**config.mk**
```make
export PLATFORM = sky130hd
export DESIGN_NAME = recordController
export DESIGN_NICKNAME = d
export VERILOG_FILES = /design/src/common/recordPkg.sv /design/src/recordController/recordController.sv /design/src/recordController/zeroRunDetector.sv
export VERILOG_INCLUDE_DIRS = /design/src /design/src/common
export SDC_FILE = /design/constraint.sdc
export NUM_CORES = 1
export LEC_CHECK = 0
export ABC_CLOCK_PERIOD_IN_PS = 6900
export BUFFER_PORTS_ARGS = -buffer_cell sky130_fd_sc_hd__buf_2
export CORE_ASPECT_RATIO = 1.2
export CORE_UTILIZATION = 50
export DETAILED_ROUTE_END_ITERATION = 12
export PLACE_DENSITY_LB_ADDON = 0.15
export SYNTH_ARGS = -nofsm -noshare
export SYNTH_HDL_FRONTEND = slang
export SYNTH_SLANG_ARGS = --single-unit
```
**constraint.sdc**
```tcl
create_clock -name clk -period 6.9 [get_ports clk]
set_clock_uncertainty 0.1 [all_clocks]
set_input_delay 1.035 -clock clk [delete_from_list [all_inputs] [get_ports clk]]
set_output_delay 1.035 -clock clk [all_outputs]
set_load 0.01 [all_outputs]
```
**src/common/record_settings.svh**
```systemverilog
`ifndef RECORD_SETTINGS_SVH
`define RECORD_SETTINGS_SVH

// Stored word layout
`define RECORD_WORD_BITS 32        // Bits packed per buffer word

// Buffer size, the address width has to follow the depth
`define RECORD_DEPTH     256       // Words in the record buffer
`define RECORD_ADDR_BITS 8         // log2 of the depth

// Zero-run check
`define RECORD_RUN_LEN   6         // Consecutive zeros that mark a valid stream

`endif

```
**src/common/recordPkg.sv**
```systemverilog
`include "record_settings.svh"

package recordPkg;

    typedef logic [`RECORD_WORD_BITS-1:0] recordWord_t;       // One stored word
    typedef logic [`RECORD_ADDR_BITS-1:0] recordAddr_t;       // Buffer address
    typedef logic [`RECORD_ADDR_BITS:0] recordCount_t;        // Word count, 0 to depth

    typedef logic [$clog2(`RECORD_WORD_BITS)-1:0] bitIndex_t; // Bit position in a word
    typedef logic [$clog2(`RECORD_RUN_LEN+1)-1:0] runCount_t; // Zero-run length

    // Controller FSM
    typedef enum logic [2:0] {
        idle,
        readReq,
        playStrobe,
        scanWord,
        done
    } ctrlState_t;

endpackage

```
**src/recordController/recordController.sv**
```systemverilog
`timescale 1ns/1ns

module recordController (
    input  logic                    clk,
    input  logic                    resetN,
    input  logic                    enable,
    input  logic                    writeOut,
    input  logic                    determineOW,
    input  logic                    recording,
    input  recordPkg::recordCount_t wordCount,
    output logic                    rdCyc,
    output logic                    rdStb,
    output recordPkg::recordAddr_t  rdAdr,
    input  recordPkg::recordWord_t  rdDat,
    input  logic                    rdAck,
    output logic                    pulseWrite,
    output logic                    complete,
    output logic                    owTrue,
    output recordPkg::recordWord_t  playbackOut
);

    recordPkg::ctrlState_t state;
    logic playMode;
    logic enableD;
    logic startPlay;
    logic startScan;
    logic lastWord;
    logic detLoad;
    logic detWordDone;
    logic detFound;

    // Commands only from idle with no recording running and playback first
    assign startPlay = (state == recordPkg::idle) && !recording && writeOut;
    assign startScan = (state == recordPkg::idle) && !recording && !writeOut && determineOW;

    assign lastWord   = ({1'b0, rdAdr} == wordCount - 1'b1);
    assign detLoad    = (state == recordPkg::readReq) && rdAck && !playMode;
    assign rdStb      = (state == recordPkg::readReq);          // Falls the cycle after ack
    assign rdCyc      = rdStb;
    assign pulseWrite = (state == recordPkg::playStrobe);

    zeroRunDetector runDet (
        .clk      (clk),
        .resetN   (resetN),
        .clear    (startScan),
        .load     (detLoad),
        .word     (rdDat),
        .wordDone (detWordDone),
        .found    (detFound)
    );

    always_ff @(posedge clk) begin
        if (!resetN) begin
            state    <= recordPkg::idle;
            playMode <= 1'b0;
            rdAdr    <= '0;
            enableD  <= 1'b0;
            complete <= 1'b0;
            owTrue   <= 1'b0;
        end else begin
            enableD <= enable;
            case (state)
                recordPkg::idle: begin
                    rdAdr <= '0;
                    if (startPlay || startScan) begin
                        playMode <= startPlay;
                        state    <= (wordCount == '0) ? recordPkg::done : recordPkg::readReq;
                    end
                end
                recordPkg::readReq: begin
                    if (rdAck) begin
                        state <= playMode ? recordPkg::playStrobe : recordPkg::scanWord;
                    end
                end
                recordPkg::playStrobe: begin
                    if (lastWord) begin
                        state <= recordPkg::done;
                    end else begin
                        rdAdr <= rdAdr + 1'b1;
                        state <= recordPkg::readReq;
                    end
                end
                recordPkg::scanWord: begin
                    if (detFound || (detWordDone && lastWord)) begin
                        state <= recordPkg::done;               // Early stop on a run
                    end else if (detWordDone) begin
                        rdAdr <= rdAdr + 1'b1;
                        state <= recordPkg::readReq;
                    end
                end
                recordPkg::done: begin
                    state <= recordPkg::idle;
                end
                default: begin
                    state <= recordPkg::idle;
                end
            endcase
            if (enable && !enableD) begin                       // New recording starts
                complete <= 1'b0;
                owTrue   <= 1'b0;
            end else if ((state == recordPkg::done) && !playMode) begin
                complete <= 1'b1;
                owTrue   <= detFound;
            end
        end
    end

    always_ff @(posedge clk) begin
        if ((state == recordPkg::readReq) && rdAck && playMode) begin
            playbackOut <= rdDat;                               // Held through playStrobe
        end
    end

    // Every strobe needs a fresh read of at least two cycles before the next one
    assert property (@(posedge clk) disable iff (!resetN)
        pulseWrite |=> !pulseWrite ##1 !pulseWrite)
        else $error("pulseWrite high for two cycles or repeated without a full read");

endmodule

```
**src/recordController/zeroRunDetector.sv**
```systemverilog
`timescale 1ns/1ns
`include "record_settings.svh"

module zeroRunDetector (
    input  logic                   clk,
    input  logic                   resetN,
    input  logic                   clear,
    input  logic                   load,
    input  recordPkg::recordWord_t word,
    output logic                   wordDone,
    output logic                   found
);

    recordPkg::recordWord_t shiftReg;
    recordPkg::bitIndex_t bitCnt;
    recordPkg::runCount_t runCount;
    logic busy;
    logic zeroBit;

    assign zeroBit  = busy && !shiftReg[0];                 // Bit under test is a zero
    assign wordDone = busy && (bitCnt == '1);               // Last bit of the word

    always_ff @(posedge clk) begin
        if (!resetN || clear) begin
            busy     <= 1'b0;
            bitCnt   <= '0;
            runCount <= '0;
            found    <= 1'b0;
        end else begin
            if (load) begin
                busy   <= 1'b1;
                bitCnt <= '0;                               // runCount carries across words
            end else if (busy) begin
                bitCnt <= bitCnt + 1'b1;
                if (wordDone) begin
                    busy <= 1'b0;
                end
                if (!zeroBit) begin
                    runCount <= '0;
                end else if (runCount != `RECORD_RUN_LEN) begin
                    runCount <= runCount + 1'b1;            // Saturates at run length
                end
                if (zeroBit && (runCount == `RECORD_RUN_LEN - 1)) begin
                    found <= 1'b1;                          // Sticky until clear
                end
            end
        end
    end

    always_ff @(posedge clk) begin
        if (load) begin
            shiftReg <= word;
        end else if (busy) begin
            shiftReg <= shiftReg >> 1;
        end
    end

endmodule

```
==> metrics.md <==
| Metric | Value |
|---|---|
| Relative slew slack | 0.4849 |
| Total grt overflow | 0 |
| Diodes inserted | 0 |
| Drc violations | 0 |
| Hpwl dp | 4887 microns |
| Buffer depth of the longest clock path | 2 |
| Post-Syn Nets | 349 |
| FF-to-FF path depth | 8 |
| CP required | 7.04 ns |
| GR peak layer | met2 |
| Area contributors post-synth | edfxtp_1, dfxtp_1, mux2_2 |
| Syn avg cell area | 13.33 sq um |
| Die width | 82.82 microns |
| CTS Sinks | 89 |
| Overall power | 1.235 mW |
| VDD IR max | 0.1710 mV |
| Largest net degree at the start of global routing | 40 |
| Routability cong. | between 0.8 and 0.9 |
| Final setup fails | 0 |
| GRT Resource Usage Total | 0.1786 |
| Root Buffer | clkbuf_8 |
| Met2 Resource Use GR | 0.3026 |
| Register area | 0.002422 sq mm |
| Fraction of layout cells with a size suffix above 1 | 0.3756 |
| Die height | 98.98 microns |
| IO Count | 93 |
| Flop and latch count out of synthesis | 89 |
| Vias in the first global route | 2557 |
| First-pass GRT wire length | 11440 microns |
| Fin crit share | 0.5060 |
| PwrDens | 265.1 mW/mm^2 |
| Clk_lat worst skew | 0.35 ns |
| Post-synthesis compound-gate area fraction | 0.08780 |
| Max Fclk | ~290 MHz |
| Worst-path maximum fanout | 16 |
| Hold buffer count at CTS | 0 |
| Met3 Use GR | 0.05779 |
| Adder-cell share of the synthesized area | 0.02235 |
| Lkg Pwr | roughly 1.8 nW |
| Clock transition at the registers of the reported paths | about 0.080 ns |
| Xor and xnor fraction of the mapped netlist area | 0.02458 |
| Number of synthesized flops with an enable pin | 64 |
| DRT iter0 DRCs | between 50 and 60 |
| Clock buffer count from CTS | 9 |
| Post-Route Setup TNS | 0 ns |
| Hold Vio Cnt, Final | 0 |
| CTS tree | done |
| Synth area leader | edfxtp_1 |
| Routed length per instance | 14.20 microns |
| Endpoint type of the worst setup path | flip-flop |
| Initial Util | 0.5143 |
| Setup bufs post-CTS | 0 |
| Main synth FF type | edfxtp_1 |
| Sequential share of the synthesized area | 0.6181 |
| Synth cell types | 58 |
| Outcome | completed |
| Core area | 0.007620 sq mm |
| Worst Tran Pin Value | 0.7727 ns |
| MaxCap Viol Count | 0 |
| Top-area cell type share of the netlist area | 0.4904 |
| Vias | 2648 |
| Routed vias/inst | 5.449 |
| Footprint of the multi-input gates | about 0.0014 sq mm |
| Post-synthesis mux area share | 0.09674 |
| Kind of critical path | input pin to flip-flop |
| Post-Synth Simple-Gate Area | 0.1271 |
| Synth warn | 0 |
| Layout area overhead | 18.84% |
| Largest family of logic cells by synthesized area | simple AND/OR/NAND/NOR gates |
| # nets final | 444 |
| Final Max Slew Viols | 0 |
| Hold Crit Class | flip-flop to flip-flop |
| RSZ-0062 raised after global routing | no |
| Die ar. | a little over 0.008 sq mm |
| Synth Cell Area | 0.003919 sq mm |
| Resize count post-CTS | 0 |
| Initial antenna violation count | 0 |
| H-tree levels | 3 |
| Final ANT Viol Nets | 0 |
| Synthesized instance count | just under 300 |
| Pre-antenna DRT Iters | 4 |
| GR Util met1 | 0.2148 |
| Worst setup SP type | input pin |
| Worst EP arrival | 3.64 ns |
| Hold Path Cell Cnt | 2 |
| Drt total wl | 6902 microns |
| Final critical-path required period | roughly 3.5 ns |
| Fillers | 637 |
| Post-synth ARST share | 0 |
| Row count | 35 |
| Port bufs | 92 |
-- power by group --
group / total [mW] / switching, mW / internal, mW
Clock: 0.351 / 0.183 / 0.168
Sequential: 0.679 / 0.0286 / 0.650
Combinational: 0.205 / 0.110 / 0.0950
-- cell usage after synthesis, drive strengths merged (2+ instances only) --
master   number
a211oi        2
a21oi        10
a311oi        2
a31oi         2
and2          2
and3          2
and4          2
buf           6
clkbuf        5
dfxtp        25
edfxtp       64
ha            7
inv          10
mux2         31
mux2i         3
nand2        12
nand2b        4
nand3         5
nand3b        3
nand4         6
nor2         20
nor2b         4
nor3          2
nor3b         2
nor4          2
nor4b         3
o2111ai       2
o21a          2
o21ai         8
o31ai         4
or2           2
or3           7
or4           4
xnor2         5
xor2          6
-- critical path, cell delays in order --
cell and delay (ns):
buf_2 0.12, inv_1 0.05, ha_1 0.23, or4b_4 0.53, or4_4 0.54, o41a_4 0.14, a2111oi_4 0.71, nor4_1 0.10
o21a_1 0.20
-- cells in the final DEF (no fill, tap or decap), types with 4 or more instances in the layout --
cell	synthesis	final
a21oi_1	10	10
buf_2	1	92
clkbuf_8	0	9
dfxtp_1	25	25
edfxtp_1	64	64
ha_1	7	7
inv_1	10	10
mux2_2	31	31
nand2_1	12	12
nand2b_1	4	4
nand3_1	5	5
nand4_1	6	6
nor2_1	20	20
nor2b_1	4	4
o21ai_0	4	4
o21ai_1	4	4
o31ai_1	4	4
or3_1	7	7
xnor2_1	5	5
xor2_1	6	6
-- flip-flops by register name, indices dropped and copies added, names as in the netlist, 3 cells and up --
register / cells
playbackOut: 32
rdAdr: 8
runDet.bitCnt: 5
runDet.runCount: 3
runDet.shiftReg: 32
state: 3
-- final cells by class --
| type | instances | area share |
|---|---|---|
| Timing Repair Buffer | 95 | 0.1037 |
| Multi-Input combinational cell | 184 | 0.3017 |
| Clock inverter | 6 | 0.01424 |
| Inverter | 10 | 0.008060 |
| Clock buffer | 10 | 0.02740 |
| Sequential cell | 89 | 0.5201 |
| Tap cell | 92 | 0.02472 |
-- final timing paths --
check / start / endpoint / slack, ns
min reg2reg: complete / complete / 0.38
min: complete / complete / 0.38
max reg2reg: runDet.bitCnt[0] / rdAdr[6] / 4.44
max: wordCount[0] / rdAdr[3] / 3.41
-- per-stage QoR --
| step | hold slack, ns | cells | setup slack, ns | cell area (sq um) | util |
|---|---|---|---|---|---|
| after detailed placement | 0.3677 | 470 | 3.042 | 4463 | 0.5857 |
| after global routing | 0.4109 | 486 | 3.286 | 4657 | 0.6112 |
| after CTS | 0.3880 | 486 | 3.422 | 4657 | 0.6112 |
| final | 0.3789 | 486 | 3.408 | 4657 | 0.6112 |
| after global placement | 0.3501 | 470 | 3.103 | 4463 | 0.5857 |
| after floorplan | 0.3673 | 294 | 3.478 | 3919 | - |
-- layer usage --
metal	share of wire	vias to the layer above
li1	-	1316
met1	0.45	1264
met2	0.49	60
met3	0.049	8
met4	0.014	0
met5	0	-
-- cells by family after synthesis --
group	after synthesis
buf+inv	21
fa+ha+maj	7
mux	34
simple gates	87
flops	89
compound gates	45
xor+xnor	11
Power figures use the tool's default switching activity.
