$ cat src/common/record_settings.svh
`ifndef RECORD_SETTINGS_SVH
`define RECORD_SETTINGS_SVH

// Stored word layout
`define RECORD_WORD_BITS 32        // Bits packed per buffer word

// Buffer size, the address width has to follow the depth
`define RECORD_DEPTH     256       // Words in the record buffer
`define RECORD_ADDR_BITS 8         // log2 of the depth

// Zero-run check
`define RECORD_RUN_LEN   6         // Consecutive zeros that mark a valid stream

`endif

$ cat src/common/recordPkg.sv
`include "record_settings.svh"

package recordPkg;

    typedef logic [`RECORD_WORD_BITS-1:0] recordWord_t;       // One stored word
    typedef logic [`RECORD_ADDR_BITS-1:0] recordAddr_t;       // Buffer address
    typedef logic [`RECORD_ADDR_BITS:0] recordCount_t;        // Word count, 0 to depth

    typedef logic [$clog2(`RECORD_WORD_BITS)-1:0] bitIndex_t; // Bit position in a word
    typedef logic [$clog2(`RECORD_RUN_LEN+1)-1:0] runCount_t; // Zero-run length

    // Controller FSM
    typedef enum logic [2:0] {
        idle,
        readReq,
        playStrobe,
        scanWord,
        done
    } ctrlState_t;

endpackage

$ cat src/rtl/sampleRecorder.sv
`timescale 1ns/1ns
`include "record_settings.svh"

module sampleRecorder (
    input  logic                    clk,
    input  logic                    resetN,
    input  logic                    enable,
    input  logic                    samplePulse,
    input  logic                    dIn,
    output logic                    wrCyc,
    output logic                    wrStb,
    output recordPkg::recordAddr_t  wrAdr,
    output recordPkg::recordWord_t  wrDat,
    input  logic                    wrAck,
    output recordPkg::recordCount_t wordCount,
    output logic                    recording
);

    logic enableD;
    logic enableRise;
    logic enableFall;
    logic takeSample;
    logic lastBit;
    logic flushPending;
    logic flushNow;
    logic flushNeeded;
    recordPkg::bitIndex_t bitIdx;
    recordPkg::recordWord_t shiftReg;
    recordPkg::recordWord_t shiftNext;
    recordPkg::recordWord_t holdWord;
    logic [2*`RECORD_WORD_BITS-1:0] padSpan;

    assign enableRise = enable && !enableD;
    assign enableFall = !enable && enableD;
    assign takeSample = enable && samplePulse;
    assign lastBit    = takeSample && (bitIdx == '1);                   // 32nd bit of a word
    assign shiftNext  = {dIn, shiftReg[`RECORD_WORD_BITS-1:1]};         // LSB first

    // Partial word sits at the top of shiftReg and is pulled down over ones
    assign padSpan = {{`RECORD_WORD_BITS{1'b1}}, shiftReg} >> (`RECORD_WORD_BITS - bitIdx);

    assign flushNow    = flushPending && !wrStb;                        // Bus free for the flush
    assign flushNeeded = flushPending || (enableFall && (bitIdx != '0));

    assign wrCyc = wrStb;
    assign wrAdr = wordCount[`RECORD_ADDR_BITS-1:0];                     // Next free word
    assign wrDat = holdWord;

    always_ff @(posedge clk) begin
        if (!resetN) begin
            enableD      <= 1'b0;
            bitIdx       <= '0;
            wordCount    <= '0;
            flushPending <= 1'b0;
            wrStb        <= 1'b0;
            recording    <= 1'b0;
        end else begin
            enableD <= enable;
            if (enableRise) begin                                       // New recording
                bitIdx       <= '0;
                wordCount    <= '0;
                flushPending <= 1'b0;
            end else begin
                if (takeSample) begin
                    bitIdx <= bitIdx + 1'b1;
                end else if (flushNow) begin
                    bitIdx <= '0;
                end
                if (wrAck) begin
                    wordCount <= wordCount + 1'b1;
                end
                if (enableFall && (bitIdx != '0)) begin
                    flushPending <= 1'b1;
                end else if (flushNow) begin
                    flushPending <= 1'b0;
                end
            end
            if (lastBit || flushNow) begin
                wrStb <= 1'b1;
            end else if (wrAck) begin
                wrStb <= 1'b0;                                          // Drop after ack
            end
            if (enableRise) begin
                recording <= 1'b1;
            end else if (!enable && !flushNeeded && (wrAck || !wrStb)) begin
                recording <= 1'b0;                                      // Last write done
            end
        end
    end

    always_ff @(posedge clk) begin
        if (takeSample) begin
            shiftReg <= shiftNext;
        end
        if (lastBit) begin
            holdWord <= shiftNext;                                      // Frees shiftReg
        end else if (flushNow) begin
            holdWord <= padSpan[`RECORD_WORD_BITS-1:0];
        end
    end

    // A started write holds its address and data until the buffer answers
    assert property (@(posedge clk) disable iff (!resetN)
        wrStb && !wrAck |=> wrStb && $stable(wrAdr) && $stable(wrDat))
        else $error("write cycle changed before wrAck");

endmodule

$ cat config.mk
export PLATFORM = sky130hd
export DESIGN_NAME = sampleRecorder
export DESIGN_NICKNAME = d
export VERILOG_FILES = /design/src/common/recordPkg.sv /design/src/rtl/sampleRecorder.sv
export VERILOG_INCLUDE_DIRS = /design/src /design/src/common
export SDC_FILE = /design/constraint.sdc
export NUM_CORES = 1
export LEC_CHECK = 0
export ABC_AREA = 1
export ABC_CLOCK_PERIOD_IN_PS = 7100
export BUFFER_PORTS_ARGS = -buffer_cell sky130_fd_sc_hd__buf_4
export CORE_ASPECT_RATIO = 1.25
export CORE_MARGIN = 2
export CORE_UTILIZATION = 45
export DETAILED_ROUTE_END_ITERATION = 8
export GPL_ROUTABILITY_DRIVEN = 0
export SLEW_MARGIN = 15
export SYNTH_ARGS = -nofsm -noshare
export SYNTH_HDL_FRONTEND = slang
export SYNTH_SLANG_ARGS = --single-unit
$ cat constraint.sdc
create_clock -name clk -period 7.1 [get_ports clk]
set_clock_uncertainty 0.05 [all_clocks]
set_input_delay 1.42 -clock clk [delete_from_list [all_inputs] [get_ports clk]]
set_output_delay 1.42 -clock clk [all_outputs]
set_load 0.03 [all_outputs]
==> results of run 1 <==
-- through the flow --
stage / worst slack [ps] / cells / area, sq um / power, mW / utilization, %
after floorplan: 3110 / 688 / 5190 / 0.699 / -
after global placement: 3180 / 840 / 5530 / 0.744 / 49.4
after detailed placement: 3050 / 840 / 5530 / 0.746 / 49.4
after CTS: 3020 / 856 / 5840 / 1.22 / 52.2
after global routing: 2550 / 856 / 5840 / 1.27 / 52.2
final: 2900 / 856 / 5840 / 1.22 / 52.2
-- worst min-delay path by stage --
stage,depth (start not counted),endpoint,slack (ps)
6_report,2,flushPending$_SDFFE_PP0P_,410
3_3_place_gp,0,shiftReg[0]$_DFFE_PP_,390
2_1_floorplan,0,shiftReg[0]$_DFFE_PP_,380
5_1_grt,0,shiftReg[0]$_DFFE_PP_,420
4_1_cts,2,flushPending$_SDFFE_PP0P_,410
3_5_place_dp,2,flushPending$_SDFFE_PP0P_,400
-- Yosys cell counts, drive strengths merged --
cell type / n / area [sq um]
a31oi: 2 / 12.5
buf: 38 / 267
a21oi: 46 / 230
nor3: 4 / 20.0
ha: 8 / 100
nand4: 2 / 27.5
clkbuf: 8 / 30.0
nand3: 187 / 966
xnor2: 1 / 8.76
or2: 7 / 43.8
clkinv: 2 / 7.51
a21boi: 1 / 7.51
a211oi: 1 / 7.51
o221ai: 1 / 8.76
dfxtp: 18 / 360
o21ai: 14 / 70.1
edfxtp: 64 / 1920
inv: 37 / 141
nand2: 194 / 748
nor2: 53 / 209
-- final cells by class --
type | count | area, sq um
clock buffers | 11 | 254
repair buffers | 63 | 473
inverters | 39 | 149
clock inverters | 5 | 51.3
well taps | 135 | 169
multi-input cells | 521 | 2460
flip-flops and latches | 82 | 2280
fillers | 1109 | 5350
-- cells by family (layout without fill, tap and decap cells) --
kind of cell               after synthesis  in the layout  share of synthesized area, %
and+or+nand+nor                        447            447                          38.8
buffers and inverters                   85            118                          8.59
DFF                                     82             82                          44.0
AOI/OAI and AO/OA                       65             65                          6.49
adders and majority gates                8              8                          1.93
xor gates and xnor gates                 1              1                         0.169
-- worst max-delay path, cell delays in order (launching register included) --
cell and delay, ps:
dfxtp_1 300, buf_4 360, inv_4 280, ha_1 310, inv_1 80, nor3_1 50
ha_1 780, clkinv_1 870, nor2_1 560, a21oi_1 120, nand2_1 100, nand2_1 60
-- layer usage --
layer,vias up,global-route usage [%]
met2,295,38.0
li1,2394,-
met4,0,13.5
met5,-,0
met3,57,4.15
met1,2267,33.0
-- power breakdown --
| part | switching [mW] | total (mW) | leakage, nW | internal, mW |
|---|---|---|---|---|
| clock network | 0.184 | 0.476 | 0.155 | 0.292 |
| logic | 0.141 | 0.202 | 1.62 | 0.0611 |
| registers | 0.0108 | 0.541 | 0.721 | 0.530 |
-- state kept, by name, indices dropped and copies added, names as in the netlist --
register and cells:
flushPending 1, wrDat 32, enableD 1, wordCount 9, bitIdx 5, recording 1
wrCyc 1, shiftReg 32
==> key figures, run 1 <==
Outcome
  – Outcome: complete, no violations

Pwr
  – Lkg Pwr: 2.49 nW
  – PD cells: 209 nW/um^2
  – Max VDD drop: 0.0985 mV

Hold path
  – Type of the worst min-delay path: register to register
  – Worst hold start: flushPending$_SDFFE_PP0P_

Clock tree
  – Cts repair resizes: 0
  – Post-CTS setup buffers: 0
  – CTS buffer count: 9
  – Maximum root-to-sink buffer count: 2
  – Htree depth: 3
  – CTS tree: done
  – Later-pin clock latency in the skew report: 350 ps
  – CTS clk-pin slew, worst paths: 60 ps
  – Hold-fix buffers, CTS: 0
  – Root Buffer: clkbuf_16
  – Clock Sinks: 82

Placement
  – I/O Buffers: 57
  – Hpwl dp: 10200 microns

Setup path
  – Setup slack, reg-to-reg: 2900 ps
  – Worst r2r src: bitIdx[0]$_SDFFE_PP0P_
  – Crit path kind: register to register
  – End of the worst register-to-register path: wrDat[15]$_DFFE_PP_
  – R2r worst-path depth: 11
  – Crit-path max FO: 39
  – Setup crit end: wrDat[15]$_DFFE_PP_
  – Required time worst endpoint: 7140 ps
  – Crit path launch: bitIdx[0]$_SDFFE_PP0P_
  – Worst Setup Start Kind: register
  – Crit end category: register
  – Worst EP arrival: 4240 ps

Global route
  – GRT Total Usage: 24.6%
  – Initial antenna violation count: 0
  – Largest net degree at the start of global routing: 40
  – Total grt overflow: 0
  – Vias in the first global route: 4544
  – First-pass GRT wire length: 23500 microns

Route
  – Met1 WL: 6240 microns
  – Initial DRC Count: 548
  – First drt pass iteration count: 7
  – Detailed-route DRC error count: 0
  – Total number of vias: 5013
  – Antenna Nets Post-Route: 0
  – Met3 Wirelength: 1290 microns
  – DRT Wirelength: 14900 microns
  – Top layer in use: met4
  – Post-DR vias/cell: 5.86
  – Wire per inst: 17.3 microns
  – Detail Route met2 WL: 6610 microns

Timing
  – Max-slew violation count: 0
  – Unrepaired setup endpoints after global routing: false
  – Final setup fails: 0
  – Worst-Margin Slew: 1030 ps
  – Tcrit/Tclk final: 59.2%
  – Max Clk Rate: 238 MHz
  – Setup TNS: 0 ps
  – Final hold slack: 405 ps
  – Count of final hold-check violations: 0
  – Period minus WS final: 4200 ps
  – Slew margin rel.: 31.1%

Yosys
  – Post-Syn Instances: 688
  – Syn Area/Cell: 7.54 sq um
  – Seq/Total Area, Yosys: 44.0%
  – Synth Warn #: 0
  – Synthesized flop and latch total: 82
  – Syn nets: 702
  – Library cells used by synthesis: 34
  – Post-Synthesis Cell Area: 5190 sq um

Floorplanning
  – Die width: 100 microns
  – Area of the die: 12400 sq um
  – Vert. Die Dim: 124 microns
  – Placeable Area: 11200 sq um
  – Num rows: 43
  – IO Count: 58
  – Initial Util: 46.4%

Final layout
  – Commonest cells after routing, fill and taps aside: nand2_1 (190), nand3_1 (181), edfxtp_1 (64)
  – Commonest non-fill, non-tap cell in the layout: nand2_1
  – Nets: 730
  – Number of diodes: 0
  – Layout cells sized above 1: 13.9%
  – Area grow syn2layout: 12.5%

Run
  – Max_cap viols: 0
Power figures use the tool's default switching activity.
==> inputs of run 2 (changes only) <==
--- a/config.mk
+++ b/config.mk
@@ -7,7 +7,7 @@
 export NUM_CORES = 1
 export LEC_CHECK = 0
 export ABC_AREA = 1
-export ABC_CLOCK_PERIOD_IN_PS = 7100
+export ABC_CLOCK_PERIOD_IN_PS = 4300
 export BUFFER_PORTS_ARGS = -buffer_cell sky130_fd_sc_hd__buf_4
 export CORE_ASPECT_RATIO = 1.25
 export CORE_MARGIN = 2
==> constraint.sdc (replaced) <==
create_clock -name clk -period 4.3 [get_ports clk]
set_clock_uncertainty 0.05 [all_clocks]
set_input_delay 0.86 -clock clk [delete_from_list [all_inputs] [get_ports clk]]
set_output_delay 0.86 -clock clk [all_outputs]
set_load 0.03 [all_outputs]
==> run 2 against run 1 <==
Against the previous run:
- cell area rose by 0.28%
- first-iteration DRC count rose by 6.6%
- fmax rose by 23%
- critical endpoint is now wrDat[1]$_DFFE_PP_
- core utilization rose by 0.15 points
- setup slack got worse by 2000 ps
- hold slack improved by 6.7 ps
==> key figures, run 2 (same netlist as run 1, synthesis figures left out) <==
Timing
  – Unrepaired setup endpoints after global routing: false
  – Tcrit/Tclk final: 79.2% (+20 points)
  – Slew margin rel.: 34.5% (+3.4 points)
  – Worst-Margin Slew: 981 ps (-51.1 ps)
  – Final setup fails: 0 (unchanged)
  – Period minus WS final: 3410 ps (-795 ps)
  – Setup TNS: 0 ps (unchanged)
  – Count of final hold-check violations: 0 (unchanged)
  – Max Clk Rate: 294 MHz (+23%)
  – Final hold slack: 412 ps (+6.70 ps)
  – Max-slew violation count: 0 (unchanged)

Placement
  – Hpwl dp: 10600 microns (+3.3%)
  – I/O Buffers: 57 (unchanged)

Global route
  – GRT Max-Usage Layer: met2
  – Met2 usage: 37.7% (-0.30 points)
  – M3 GR Usage: 4.21% (+0.056 points)
  – Total grt overflow: 0 (unchanged)
  – GRT Total Usage: 24.3% (-0.32 points)
  – First-pass GRT wire length: 23200 microns (-1.0%)
  – Met1 Track Usage GR: 32.3% (-0.60 points)
  – Vias in the first global route: 4574 (+0.66%)
  – Initial antenna violation count: 0 (unchanged)
  – Largest net degree at the start of global routing: 40 (unchanged)

Route
  – DRT Wirelength: 14600 microns (-1.4%)
  – Wire per inst: 17.1 microns (-1.6%)
  – Post-DR vias/cell: 5.80 (-1.0%)
  – First drt pass iteration count: 6 (-1)
  – Detailed-route DRC error count: 0 (unchanged)
  – Antenna Nets Post-Route: 0 (unchanged)
  – Initial DRC Count: 584 (+6.6%)
  – Total number of vias: 4974 (-0.78%)

Final layout
  – Sequential Area: 2280 sq um (unchanged)
  – Commonest non-fill, non-tap cell in the layout: nand2_1
  – Commonest cells after routing, fill and taps aside: nand2_1 (190), nand3_1 (181), buf_4 (65)
  – Number of diodes: 0 (unchanged)
  – Fill count: 1110 (+0.090%)
  – Core Util, Final: 52.3% (+0.15 points)
  – Area grow syn2layout: 12.9%
  – Layout cells sized above 1: 14.2% (+0.38 points)
  – Multi-input logic area: 2460 sq um (unchanged)
  – Nets: 732 (+0.27%)

Clock tree
  – Maximum root-to-sink buffer count: 2 (unchanged)
  – Htree depth: 3 (unchanged)
  – Clock Sinks: 82 (unchanged)
  – Root Buffer: clkbuf_16
  – Post-CTS setup buffers: 0 (unchanged)
  – CTS tree: done
  – CTS clk-pin slew, worst paths: 60 ps (about the same)
  – Later-pin clock latency in the skew report: 350 ps (about the same)
  – Cts repair resizes: 0 (unchanged)
  – Hold-fix buffers, CTS: 0 (unchanged)
  – CTS buffer count: 9 (unchanged)

Pwr
  – PD cells: 346 nW/um^2 (+66%)
  – Lkg Pwr: 2.49 nW (about the same)
  – Max VDD drop: 0.181 mV (+84%)

Floorplanning
  – Area of the die: 12400 sq um (unchanged)
  – Num rows: 43 (unchanged)
  – Placeable Area: 11200 sq um (unchanged)
  – IO Count: 58 (unchanged)
  – Initial Util: 46.4% (unchanged)
  – Die width: 100 microns (unchanged)
  – Vert. Die Dim: 124 microns (unchanged)

Setup path
  – Worst Setup Start Kind: register
  – Crit-path max FO: 39 (unchanged)
  – Worst EP arrival: 3450 ps (-790 ps)
  – Required time worst endpoint: 4350 ps (-2790 ps)
  – Crit path kind: register to register
  – Crit end category: register

Hold path
  – Type of the worst min-delay path: register to register

Outcome
  – Outcome: complete, no violations

Run
  – Max_cap viols: 0 (unchanged)
==> run 2: changes by cell type in the layout (fill, tap and decap cells not counted), sizes merged <==
cell      delta
inv          +3
buf          +2
clkbuf       -2
clkinv       -2
clkinvlp     +1
==> run 2: area by class of cell <==
class	count	share of cell area, %
multi-input combinational	521	42.0
tap	135	2.89
sequential	82	39.0
clock buffer	9	3.85
timing repair buffer	65	8.34
inverter	39	2.54
clock inverter	7	1.39
==> run 2: path summary, 6_finish.rpt <==
check,startpoint,to,slack [ps],depth (start not counted)
hold / removal,flushPending$_SDFFE_PP0P_,flushPending$_SDFFE_PP0P_,410,2
setup / recovery,bitIdx[0]$_SDFFE_PP0P_,wrDat[1]$_DFFE_PP_,890,11
hold reg to reg,flushPending$_SDFFE_PP0P_,flushPending$_SDFFE_PP0P_,410,2
setup reg to reg,bitIdx[0]$_SDFFE_PP0P_,wrDat[1]$_DFFE_PP_,890,11
==> run 2: critical path: stages, from the launching register on <==
cell     delay, ps
dfxtp_1        310
buf_4          340
inv_4          260
ha_1           300
ha_1           700
inv_2          370
nand3_1        210
nand3_1        160
nand3_1        170
nand3_1        110
nand2_1         90
nand2_1         70
==> run 2: through the flow <==
step,power (mW),setup slack [ps],area [sq um],instances
6_report,2.03,894,5850,858
5_1_grt,2.10,698,5850,858
4_1_cts,2.03,980,5850,858
3_5_place_dp,1.23,992,5550,842
3_3_place_gp,1.23,1050,5550,842
2_1_floorplan,1.15,868,5190,688
==> run 2: where the power goes <==
| group | internal [mW] | switching, mW | leakage [nW] |
|---|---|---|---|
| clock network | 0.459 | 0.341 | 0.147 |
| logic | 0.102 | 0.233 | 1.63 |
| registers | 0.874 | 0.0180 | 0.721 |
==> run 2: layer usage <==
| layer | routed length (microns) | share of wire (%) | vias up |
|---|---|---|---|
| met5 | 0 | 0 | - |
| met2 | 6470 | 44 | 248 |
| met4 | 707 | 4.8 | 0 |
| li1 | - | - | 2389 |
| met1 | 6340 | 43 | 2279 |
| met3 | 1130 | 7.7 | 58 |
